[src/common/eth_pkg.sv]
package eth_pkg;

    // MII and frame data widths
    typedef logic [3:0]  nibble_t;
    typedef logic [7:0]  byte_t;
    typedef logic [47:0] mac_addr_t;
    typedef logic [15:0] ethertype_t;

    // Station addresses
    localparam mac_addr_t LOCAL_MAC = 48'h00_1c_c0_a2_22_dd;
    localparam mac_addr_t BCAST_MAC = 48'hff_ff_ff_ff_ff_ff;

    // Frame format
    localparam ethertype_t CMD_ETHERTYPE = 16'h88b5;
    localparam byte_t      PREAMBLE_BYTE = 8'h55;
    localparam byte_t      SFD_BYTE      = 8'hd5;

    // Dst + src + EtherType, command byte follows
    localparam int HDR_BYTES = 14;

    // Commands carried in the first payload byte
    localparam byte_t CMD_DISCOVER = 8'h02;
    localparam byte_t CMD_START    = 8'h04;
    localparam byte_t CMD_STOP     = 8'h05;

    // Discovery reply payload
    localparam byte_t REPLY_CODE = 8'h12;
    localparam byte_t SERIAL_NO  = 8'd31;

    // Preamble, SFD, header and 3 payload bytes, two nibbles each
    localparam int REPLY_NIBBLES = 50;

    // Default LED on-time in clock cycles
    localparam int LED_HOLD_CYCLES = 10_000_000;

endpackage

[src/ethernet/mii_rx.sv]
`timescale 1ns/1ps

module mii_rx
    import eth_pkg::*;
(
    input  logic    phy_clk125,
    input  logic    reset_i,
    input  nibble_t phy_rx_i,
    input  logic    phy_rx_dv_i,
    output byte_t   rx_byte_o,
    output logic    rx_byte_stb_o,
    output logic    rx_frame_end_o
);

    typedef enum logic [1:0] {
        RX_IDLE,
        RX_PREAMBLE,
        RX_DATA
    } rx_state_t;

    rx_state_t state_q;
    nibble_t   low_nib_q;
    logic      high_half_q;

    always_ff @(posedge phy_clk125) begin
        if (reset_i) begin
            state_q        <= RX_IDLE;
            high_half_q    <= 1'b0;
            rx_byte_stb_o  <= 1'b0;
            rx_frame_end_o <= 1'b0;
        end else begin
            rx_byte_stb_o  <= 1'b0;
            rx_frame_end_o <= 1'b0;

            if (!phy_rx_dv_i) begin
                // Only a frame that got past the SFD reports its end
                if (state_q == RX_DATA) begin
                    rx_frame_end_o <= 1'b1;
                end
                state_q     <= RX_IDLE;
                high_half_q <= 1'b0;
            end else begin
                case (state_q)
                    RX_IDLE: begin
                        if (phy_rx_i == PREAMBLE_BYTE[3:0]) begin
                            state_q <= RX_PREAMBLE;
                        end
                    end

                    RX_PREAMBLE: begin
                        // SFD arrives as 5 then D, low nibble first
                        if (phy_rx_i == SFD_BYTE[7:4]) begin
                            state_q     <= RX_DATA;
                            high_half_q <= 1'b0;
                        end else if (phy_rx_i != PREAMBLE_BYTE[3:0]) begin
                            state_q <= RX_IDLE;
                        end
                    end

                    RX_DATA: begin
                        if (!high_half_q) begin
                            low_nib_q   <= phy_rx_i;
                            high_half_q <= 1'b1;
                        end else begin
                            rx_byte_o     <= {phy_rx_i, low_nib_q};
                            rx_byte_stb_o <= 1'b1;
                            high_half_q   <= 1'b0;
                        end
                    end

                    default: begin
                        state_q <= RX_IDLE;
                    end
                endcase
            end
        end
    end

    // Byte strobes need dv high, frame end needs dv low
    a_stb_end_exclusive: assert property (
        @(posedge phy_clk125) disable iff (reset_i)
        !(rx_byte_stb_o && rx_frame_end_o)
    );

endmodule

[src/ethernet/cmd_filter.sv]
`timescale 1ns/1ps

module cmd_filter
    import eth_pkg::*;
(
    input  logic      phy_clk125,
    input  logic      reset_i,
    input  byte_t     rx_byte_i,
    input  logic      rx_byte_stb_i,
    input  logic      rx_frame_end_i,
    output logic      run_o,
    output logic      mac_hit_o,
    output logic      reply_stb_o,
    output mac_addr_t reply_mac_o
);

    logic [4:0] byte_cnt_q;
    mac_addr_t  dst_mac_q;
    mac_addr_t  src_mac_q;
    ethertype_t ethertype_q;
    byte_t      cmd_q;

    logic dst_local;
    logic dst_ok;
    logic frame_ok;

    // Field capture as bytes stream in, first byte most significant
    always_ff @(posedge phy_clk125) begin
        if (rx_byte_stb_i) begin
            if (byte_cnt_q < 5'd6) begin
                dst_mac_q <= {dst_mac_q[39:0], rx_byte_i};
            end else if (byte_cnt_q < 5'd12) begin
                src_mac_q <= {src_mac_q[39:0], rx_byte_i};
            end else if (byte_cnt_q < 5'(HDR_BYTES)) begin
                ethertype_q <= {ethertype_q[7:0], rx_byte_i};
            end else if (byte_cnt_q == 5'(HDR_BYTES)) begin
                cmd_q <= rx_byte_i;
            end
        end
    end

    always_ff @(posedge phy_clk125) begin
        if (reset_i) begin
            byte_cnt_q <= '0;
        end else if (rx_frame_end_i) begin
            byte_cnt_q <= '0;
        end else if (rx_byte_stb_i && byte_cnt_q != '1) begin
            // Saturates so long frames still pass the length check
            byte_cnt_q <= byte_cnt_q + 5'd1;
        end
    end

    assign dst_local = (dst_mac_q == LOCAL_MAC);
    assign dst_ok    = dst_local || (dst_mac_q == BCAST_MAC);
    assign frame_ok  = (byte_cnt_q > 5'(HDR_BYTES)) && dst_ok &&
                       (ethertype_q == CMD_ETHERTYPE);

    always_ff @(posedge phy_clk125) begin
        if (reset_i) begin
            run_o       <= 1'b0;
            mac_hit_o   <= 1'b0;
            reply_stb_o <= 1'b0;
        end else begin
            mac_hit_o   <= 1'b0;
            reply_stb_o <= 1'b0;
            if (rx_frame_end_i && frame_ok) begin
                mac_hit_o <= dst_local;
                case (cmd_q)
                    CMD_START:    run_o       <= 1'b1;
                    CMD_STOP:     run_o       <= 1'b0;
                    CMD_DISCOVER: reply_stb_o <= 1'b1;
                    default:      ;
                endcase
            end
        end
    end

    // Requester address, held until the next accepted frame
    always_ff @(posedge phy_clk125) begin
        if (rx_frame_end_i && frame_ok) begin
            reply_mac_o <= src_mac_q;
        end
    end

    a_run_at_frame_end: assert property (
        @(posedge phy_clk125) disable iff (reset_i)
        !$stable(run_o) |-> $past(rx_frame_end_i)
    );

    a_reply_single: assert property (
        @(posedge phy_clk125) disable iff (reset_i)
        reply_stb_o |=> !reply_stb_o
    );

endmodule

[src/ethernet/mii_tx.sv]
`timescale 1ns/1ps

module mii_tx
    import eth_pkg::*;
(
    input  logic      phy_clk125,
    input  logic      reset_i,
    input  logic      reply_stb_i,
    input  mac_addr_t reply_mac_i,
    input  logic      run_i,
    output nibble_t   phy_tx_o,
    output logic      phy_tx_en_o
);

    typedef enum logic {
        TX_IDLE,
        TX_SEND
    } tx_state_t;

    tx_state_t  state_q;
    logic [5:0] nib_cnt_q;
    mac_addr_t  mac_q;
    logic       run_q;

    logic [4:0] byte_idx;
    byte_t      tx_byte;
    nibble_t    tx_nib;

    assign byte_idx = nib_cnt_q[5:1];

    // Reply layout, one byte per index
    always_comb begin
        case (byte_idx)
            5'd0, 5'd1, 5'd2, 5'd3,
            5'd4, 5'd5, 5'd6:  tx_byte = PREAMBLE_BYTE;
            5'd7:              tx_byte = SFD_BYTE;
            5'd8:              tx_byte = mac_q[47:40];
            5'd9:              tx_byte = mac_q[39:32];
            5'd10:             tx_byte = mac_q[31:24];
            5'd11:             tx_byte = mac_q[23:16];
            5'd12:             tx_byte = mac_q[15:8];
            5'd13:             tx_byte = mac_q[7:0];
            5'd14:             tx_byte = LOCAL_MAC[47:40];
            5'd15:             tx_byte = LOCAL_MAC[39:32];
            5'd16:             tx_byte = LOCAL_MAC[31:24];
            5'd17:             tx_byte = LOCAL_MAC[23:16];
            5'd18:             tx_byte = LOCAL_MAC[15:8];
            5'd19:             tx_byte = LOCAL_MAC[7:0];
            5'd20:             tx_byte = CMD_ETHERTYPE[15:8];
            5'd21:             tx_byte = CMD_ETHERTYPE[7:0];
            5'd22:             tx_byte = REPLY_CODE;
            5'd23:             tx_byte = {7'd0, run_q};
            default:           tx_byte = SERIAL_NO;
        endcase
    end

    // Low nibble goes out first
    assign tx_nib = nib_cnt_q[0] ? tx_byte[7:4] : tx_byte[3:0];

    always_ff @(posedge phy_clk125) begin
        if (reset_i) begin
            state_q     <= TX_IDLE;
            nib_cnt_q   <= '0;
            phy_tx_o    <= '0;
            phy_tx_en_o <= 1'b0;
        end else begin
            case (state_q)
                TX_IDLE: begin
                    if (reply_stb_i) begin
                        // Nibble 0 is preamble, so it goes out without the latched fields
                        state_q     <= TX_SEND;
                        nib_cnt_q   <= 6'd1;
                        phy_tx_o    <= PREAMBLE_BYTE[3:0];
                        phy_tx_en_o <= 1'b1;
                    end
                end

                TX_SEND: begin
                    if (nib_cnt_q == 6'(REPLY_NIBBLES)) begin
                        state_q     <= TX_IDLE;
                        nib_cnt_q   <= '0;
                        phy_tx_o    <= '0;
                        phy_tx_en_o <= 1'b0;
                    end else begin
                        phy_tx_o  <= tx_nib;
                        nib_cnt_q <= nib_cnt_q + 6'd1;
                    end
                end

                default: begin
                    state_q <= TX_IDLE;
                end
            endcase
        end
    end

    // Requester and run state frozen for the whole reply
    always_ff @(posedge phy_clk125) begin
        if (state_q == TX_IDLE && reply_stb_i) begin
            mac_q <= reply_mac_i;
            run_q <= run_i;
        end
    end

    a_quiet_when_idle: assert property (
        @(posedge phy_clk125) disable iff (reset_i)
        !phy_tx_en_o |-> (phy_tx_o == '0)
    );

endmodule

[src/hdl/led_flash.sv]
`timescale 1ns/1ps

module led_flash
    import eth_pkg::*;
#(
    parameter int HOLD = LED_HOLD_CYCLES
) (
    input  logic phy_clk125,
    input  logic reset_i,
    input  logic signal_i,
    output logic led_o
);

    localparam int CNT_W = $clog2(HOLD + 1);

    logic [CNT_W-1:0] hold_cnt_q;

    always_ff @(posedge phy_clk125) begin
        if (reset_i) begin
            hold_cnt_q <= '0;
        end else if (signal_i) begin
            hold_cnt_q <= CNT_W'(HOLD);
        end else if (hold_cnt_q != '0) begin
            hold_cnt_q <= hold_cnt_q - 1'b1;
        end
    end

    // Lit for HOLD cycles past the last high input
    assign led_o = (hold_cnt_q != '0);

endmodule

[src/hdl/radio_ctrl_top.sv]
`timescale 1ns/1ps

module radio_ctrl_top
    import eth_pkg::*;
#(
    parameter int LED_HOLD = LED_HOLD_CYCLES
) (
    input  logic    phy_clk125,
    input  logic    reset_i,
    input  nibble_t phy_rx_i,
    input  logic    phy_rx_dv_i,
    output nibble_t phy_tx_o,
    output logic    phy_tx_en_o,
    output logic    run_o,
    output logic    led_mac_o,
    output logic    led_run_o
);

    byte_t     rx_byte;
    logic      rx_byte_stb;
    logic      rx_frame_end;
    logic      mac_hit;
    logic      reply_stb;
    mac_addr_t reply_mac;

    mii_rx i_mii_rx (
        .phy_clk125     (phy_clk125),
        .reset_i        (reset_i),
        .phy_rx_i       (phy_rx_i),
        .phy_rx_dv_i    (phy_rx_dv_i),
        .rx_byte_o      (rx_byte),
        .rx_byte_stb_o  (rx_byte_stb),
        .rx_frame_end_o (rx_frame_end)
    );

    cmd_filter i_cmd_filter (
        .phy_clk125     (phy_clk125),
        .reset_i        (reset_i),
        .rx_byte_i      (rx_byte),
        .rx_byte_stb_i  (rx_byte_stb),
        .rx_frame_end_i (rx_frame_end),
        .run_o          (run_o),
        .mac_hit_o      (mac_hit),
        .reply_stb_o    (reply_stb),
        .reply_mac_o    (reply_mac)
    );

    mii_tx i_mii_tx (
        .phy_clk125  (phy_clk125),
        .reset_i     (reset_i),
        .reply_stb_i (reply_stb),
        .reply_mac_i (reply_mac),
        .run_i       (run_o),
        .phy_tx_o    (phy_tx_o),
        .phy_tx_en_o (phy_tx_en_o)
    );

    // Address hit flasher
    led_flash #(.HOLD(LED_HOLD)) i_led_mac (
        .phy_clk125 (phy_clk125),
        .reset_i    (reset_i),
        .signal_i   (mac_hit),
        .led_o      (led_mac_o)
    );

    // Run state flasher
    led_flash #(.HOLD(LED_HOLD)) i_led_run (
        .phy_clk125 (phy_clk125),
        .reset_i    (reset_i),
        .signal_i   (run_o),
        .led_o      (led_run_o)
    );

endmodule

[config.mk]
export PLATFORM = sky130hd
export DESIGN_NAME = radio_ctrl_top
export DESIGN_NICKNAME = d
export VERILOG_FILES = /design/src/common/eth_pkg.sv /design/src/ethernet/mii_rx.sv /design/src/ethernet/cmd_filter.sv /design/src/ethernet/mii_tx.sv /design/src/hdl/led_flash.sv /design/src/hdl/radio_ctrl_top.sv
export SDC_FILE = /design/constraint.sdc
export NUM_CORES = 1
export LEC_CHECK = 0
export BUFFER_PORTS_ARGS = -buffer_cell sky130_fd_sc_hd__buf_2
export CORE_ASPECT_RATIO = 1.5
export CORE_UTILIZATION = 25
export DETAILED_ROUTE_END_ITERATION = 8
export GPL_ROUTABILITY_DRIVEN = 0
export HOLD_SLACK_MARGIN = 0.03
export PLACE_DENSITY = 0.36
export SYNTH_ARGS = -nofsm -noshare
export SYNTH_HDL_FRONTEND = slang
export SYNTH_SLANG_ARGS = --single-unit
export TNS_END_PERCENT = 10
[constraint.sdc]
create_clock -name phy_clk125 -period 4.3 [get_ports phy_clk125]
set_input_delay 0.43 -clock phy_clk125 [delete_from_list [all_inputs] [get_ports phy_clk125]]
set_output_delay 0.43 -clock phy_clk125 [all_outputs]
set_load 0.05 [all_outputs]
After elaboration in Yosys (flattened, before gate mapping)
Cells that the tools add are included.
- bits in registers: 302
- input port bits: 7
- output and inout port bits: 8
- word-level logic and storage cells: 145
- add/sub/neg operators: 4
- $lt $le $gt $ge: 4
- eq/ne operators: 42
- multiplexer cells: 29
- bitwise operators: 9
- reductions and logical operators: 32
- operators by type and width (operator ; number):
    8-bit case mux with 18 select lines ; 1
    24-bit 2-to-1 mux ; 4
    48-bit by 37-bit equality test with 1-bit output, second input constant ; 1
    48-bit equality test, second input constant ; 1
    24-bit nonzero test ; 2
    24-bit by 1-bit subtractor with 24-bit output, second input constant ; 2
    5-bit by 4-bit equality test with 1-bit output, second input constant ; 9
    5-bit equality test, second input constant ; 8
    5-bit by 3-bit equality test with 1-bit output, second input constant ; 4
    16-bit equality test, second input constant ; 1
    8-bit by 3-bit equality test with 1-bit output, second input constant ; 2
    4-bit 2-to-1 mux ; 3
    6-bit 2-to-1 mux ; 2
    6-bit case mux with 2 select lines ; 1
    4-bit AND reduction ; 3
    2-bit OR reduction ; 6
    5-bit by 2-bit equality test with 1-bit output, second input constant ; 2
    5-bit by 4-bit less-than comparator with 1-bit output, second input constant ; 2
    1-bit 2-to-1 mux ; 9
    1-bit inverter ; 9
    8-bit by 2-bit equality test with 1-bit output, second input constant ; 1
    1-bit case mux with 2 select lines ; 4
    4-bit case mux with 2 select lines ; 1
    2-bit AND reduction ; 4
    other kinds (26) ; 38

Longest topological paths before layout
- depth after elaboration: 7
- depth in mapped cells: 9
- depth with buffers taken out: 7

By module
From an unflattened synthesis, not the netlist that was laid out.
- cell total of the unflattened synthesis: 808
- area, all modules: 11801.3 um^2
- by module, submodules not included (module ; times used ; cells an instance ; area an instance (um^2)):
    cmd_filter ; 1 ; 259 ; 5735.5
    mii_tx ; 1 ; 219 ; 2865.2
    led_flash ; 2 ; 149 ; 1316.3
    mii_rx ; 1 ; 32 ; 568.0

Worst setup path before layout
OpenSTA, ideal clock, no wires.
- path kind: register to register
- start point: reg i_cmd_filter.byte_cnt_q[4]
- end point: reg i_cmd_filter.dst_mac_q[0] (enable)
- setup time: 0.523 ns
- arrival: 4.041 ns
- required time: 3.777 ns
- slack: -0.264 ns
- stages on the path, launching flop included: 3
- path buffers: 0
- path through: dfxtp_1 -> nand2b_1 -> nor3b_1
- word-level cells in the longest chain between the ends: 2
- RTL lines (what ; RTL line ; RTL):
    start: declaration ; cmd_filter.sv:17 ; logic [4:0] byte_cnt_q;
    start signal: assignment ; cmd_filter.sv:49 ; byte_cnt_q <= byte_cnt_q + 5'd1;
    5-bit by 3-bit less-than comparator with 1-bit output ; cmd_filter.sv:30 ; if (byte_cnt_q < 5'd6) begin
    2-bit AND reduction (no source line) ; - ;
    end signal: assignment ; cmd_filter.sv:31 ; dst_mac_q <= {dst_mac_q[39:0], rx_byte_i};
    end: declaration ; cmd_filter.sv:18 ; mac_addr_t dst_mac_q;
Every way passes these cells.
A chain may end at the register's enable or synchronous reset.

Worst setup path after layout
- start point: reg i_led_run.hold_cnt_q[0]
- end point: out led_run_o
- word-level cells in the longest chain between the ends: 1
- RTL lines (what ; RTL line ; RTL):
    start: declaration ; led_flash.sv:16 ; logic [CNT_W-1:0] hold_cnt_q;
    start signal: assignment ; led_flash.sv:22 ; hold_cnt_q <= CNT_W'(HOLD);
    start signal: assignment ; led_flash.sv:24 ; hold_cnt_q <= hold_cnt_q - 1'b1;
    24-bit nonzero test ; led_flash.sv:29 ; assign led_o = (hold_cnt_q != '0);
    end: declaration ; radio_ctrl_top.sv:16 ; output logic led_run_o
Every way passes these cells.

==> flow_metrics.py <==
metrics = {
    "run_status": {
        "status": "completed",
    },
    "clock_network": {
        "clockBufferDepth": 3,
        "clock_latency_ns": 0.58,
        "cts-resized-gates": 0,
        "cts_tree": "done",
        "cts_htree_levels": 1,
        "cts-root-buf": "clkbuf_16",
        "path_clk_slew_ns": 0.06,
        "cts_inserted_buffers": 31,
        "clock_sinks": 302,
    },
    "worst_hold_path": {
        "min_from": "phy_rx_i[0]",
        "hold_class": "primary input to flop",
        "whs_endpoint": "i_mii_rx.rx_byte_o[4]",
        "holdPathStages": 1,
    },
    "cells_and_area": {
        "antenna_cells": 0,
        "final_cells": 1417,
        "fill_cells": 4459,
        "seqCellArea_um2": 8340,
        "multi_input_area_um2": 2870,
        "finalNetCount": 823,
        "syn2layout_area_growth_pct": 16.4,
        "drive_gt1_share_pct": 12.7,
        "design_area_um2": 13200,
    },
    "place": {
        "dp.final_hpwl_um": 15700,
        "place_area_um2": 12200,
        "port_buffers": 14,
        "placed_cells": 1358,
    },
    "yosys": {
        "synthTopCellsByArea": "edfxtp_1 61%, dfxtp_1 13%, nor2_1 2.1%, xor2_1 1.7%, nor3_1 1.5%",
        "synthSimpleGateAreaFrac_pct": 12.2,
        "ys_seq_area_share_pct": 73.5,
        "ys_types": 67,
        "synth_warnings": 0,
        "synth_edf_count": 229,
        "synth_top_area_share_pct": 60.6,
        "muxShareOfSynthArea_pct": 1.18,
        "syn-cell-area_um2": 11300,
        "avgSynthCellArea_um2": 14.5,
        "synth_top_family_by_area": "simple AND/OR/NAND/NOR gates",
        "synth_cells": 782,
        "synth_ff_type": "edfxtp_1",
        "synth_compound_area_share_pct": 7.77,
        "syn_nets": 795,
        "yosys_register_bits": 302,
        "synthArstFlopShare_pct": 0,
        "synthXorXnorAreaFrac_pct": 3.09,
        "synth_area_leader_cell": "edfxtp_1",
        "synthAdderAreaFrac_pct": 0.662,
    },
    "floorplan": {
        "core_um2": 44800,
        "io_pins": 15,
        "die_area_um2": 46300,
        "num_rows": 95,
        "die_y_um": 263,
        "initial_utilization_pct": 25.3,
        "dieWidth_um": 176,
    },
    "pwr": {
        "ir_worst_vdd_v": 0.000295,
        "total_power_mw": 8.04,
        "power.density_nw_per_um2": 609,
        "p_leak_nw": 4.15,
    },
    "timing": {
        "slew_headroom_pct": 39.6,
        "worst_pin_slew_ns": 0.904,
        "finalSetupViolations": 0,
        "fin_hold_ws_ns": 0.0763,
        "finalHoldViolCount": 0,
        "final.setup.tns_ns": 0,
        "finalClockSkew_ns": 0.0251,
        "rsz0062_at_grt": "no",
        "fin_crit_sh_pct": 71.2,
        "drv_slew": 0,
        "fmax_ghz": 0.326,
        "min_period_ns": 3.06,
    },
    "setup_path": {
        "r2r_end": "i_cmd_filter.reply_mac_o[32]",
        "cp_top_family": "simple AND/OR/NAND/NOR gates",
        "startpoint_type": "flop",
        "cp_num_cells": 6,
        "reg2reg_slack_ns": 1.72,
        "worst_path_max_delay_cell": "and4_1",
        "critPathRequiredTime_ns": 3.87,
        "reg2reg_depth": 6,
        "r2r-start": "i_cmd_filter.dst_mac_q[33]",
        "end_kind": "primary output",
        "worstSetupPathType": "flop to primary output",
        "max_stage_delay_ns": 0.51,
        "path_buf_inv": 2,
        "worstPathMaxFanout": 8,
        "crit_chain": "inv_1 -> ha_1 -> nor2b_1 -> and4_1 -> nand2_1 -> buf_2",
        "worstPathArrival_ns": 2.63,
    },
    "global_route": {
        "grt_pass1_wl_um": 37400,
        "gr-total-overflow": 0,
        "grt_pass1_vias": 6541,
        "antenna_found_initial": 0,
        "grt_usage_pct": 10.4,
        "grt_max_degree": 50,
    },
    "drt": {
        "vias": 6268,
        "drc": 0,
        "drtPass1Iterations": 7,
        "post_drt_wl_per_cell_um": 16.6,
        "antenna_violating_nets_post_route": 0,
        "viasPerCell": 4.42,
        "wl_um": 23600,
        "first_iter_violations": 354,
    },
    "job": {
        "maxCapViolations": 0,
    },
}
## worst reg2reg max path: cells and delay by family (launching register included)
kind,cells,cell delay [ns]
buffers and inverters,1,0.53
flip-flops,1,0.42
AND/OR/NAND/NOR,5,1.24
## layout by cell type, fill, tap and decap left out, types with 18 or more instances in the layout
cell and instances:
a21oi_1 31, clkbuf_16 31, dfxtp_1 73, edfxtp_1 229, nand2_1 24, nand4_1 18, nor2_1 60, nor3_1 32
nor4_1 22, xnor2_1 18, xor2_1 22
## final cells by class
class / count / area share (%)
clock buffer: 38 / 6.22
clock inverter: 20 / 1.71
inverter: 12 / 0.341
multi-input combinational: 434 / 21.7
sequential: 302 / 63.1
tap: 582 / 5.51
timing repair buffer: 29 / 1.40
## sequential cells by signal, indices dropped and copies added (netlist names), 2 cells and up
register / count
i_mii_tx.phy_tx_o: 4
i_cmd_filter.dst_mac_q: 48
i_mii_rx.state_q: 2
i_cmd_filter.cmd_q: 8
i_cmd_filter.byte_cnt_q: 5
i_mii_tx.mac_q: 48
i_mii_rx.rx_byte_o: 8
i_led_run.hold_cnt_q: 24
i_mii_tx.nib_cnt_q: 6
i_cmd_filter.reply_mac_o: 48
i_led_mac.hold_cnt_q: 24
i_mii_rx.low_nib_q: 4
i_cmd_filter.src_mac_q: 48
i_cmd_filter.ethertype_q: 16
## metrics by stage
stage                     util, %  worst slack [ns]
after floorplan                 -             0.386
after global routing         29.5              1.03
after CTS                    29.5              1.19
final                        29.5              1.24
after detailed placement     27.1              1.66
after global placement       27.1              1.66
## kinds of logic (layout without fill, tap and decap cells)
group	after synthesis	after routing
muxes	13	13
xor gates and xnor gates	40	40
AOI/OAI and AO/OA	127	127
adders and majority gates	6	6
and+or+nand+nor	248	248
DFF	302	302
buffers and inverters	46	99
## repair_timing
action | in CTS | in global routing
setup endpoints to repair | 0 | 0
hold buffers | 1 | 0
endpoints found under the hold margin | 1 | 0
setup buffers | 0 | 0
## routing by layer
layer | share of wire, % | global-route usage [%] | wire [um]
met1 | 41 | 11.6 | 9600
met2 | 54 | 19.5 | 12700
met3 | 2.8 | 1.56 | 654
met4 | 2.6 | 3.85 | 608
met5 | 0 | 0 | 0
## power by group
group / internal (mW) / leakage (nW) / switching, mW / total [mW]
clock: 1.61 / 0.511 / 1.15 / 2.76
sequential: 3.29 / 2.65 / 0.206 / 3.50
combinational: 0.679 / 0.989 / 1.11 / 1.79
total: 5.58 / 4.15 / 2.46 / 8.04
## cell usage after synthesis (all sizes together), types with 3 or more instances
library cell,instances
o2111ai,3
nor3b,5
nor2b,12
nor3,33
nand3b,4
or4,7
a2111oi,3
ha,6
a32oi,7
o21ai,17
nand2b,7
o211ai,13
mux2,3
nand3,14
o31ai,6
xor2,22
nor2,62
xnor2,18
a21oi,31
a22oi,6
mux2i,10
a211oi,9
buf,11
inv,12
nand2,24
and4,4
nor4,26
nand4,18
or2,7
a31oi,7
edfxtp,229
clkbuf,23
or3,4
and2,6
dfxtp,73
and3,4
o21a,3
## worst max-delay path by stage
stage	start	endpoint
global placement	i_cmd_filter.dst_mac_q[10]	i_cmd_filter.reply_mac_o[31]
floorplan	i_cmd_filter.dst_mac_q[42]	i_cmd_filter.reply_mac_o[0]
global route	i_led_mac.hold_cnt_q[7]	led_mac_o
finish	i_led_run.hold_cnt_q[0]	led_run_o
detailed placement	i_cmd_filter.dst_mac_q[10]	i_cmd_filter.reply_mac_o[47]
CTS	i_led_run.hold_cnt_q[0]	led_run_o
Power figures use the tool's default switching activity.
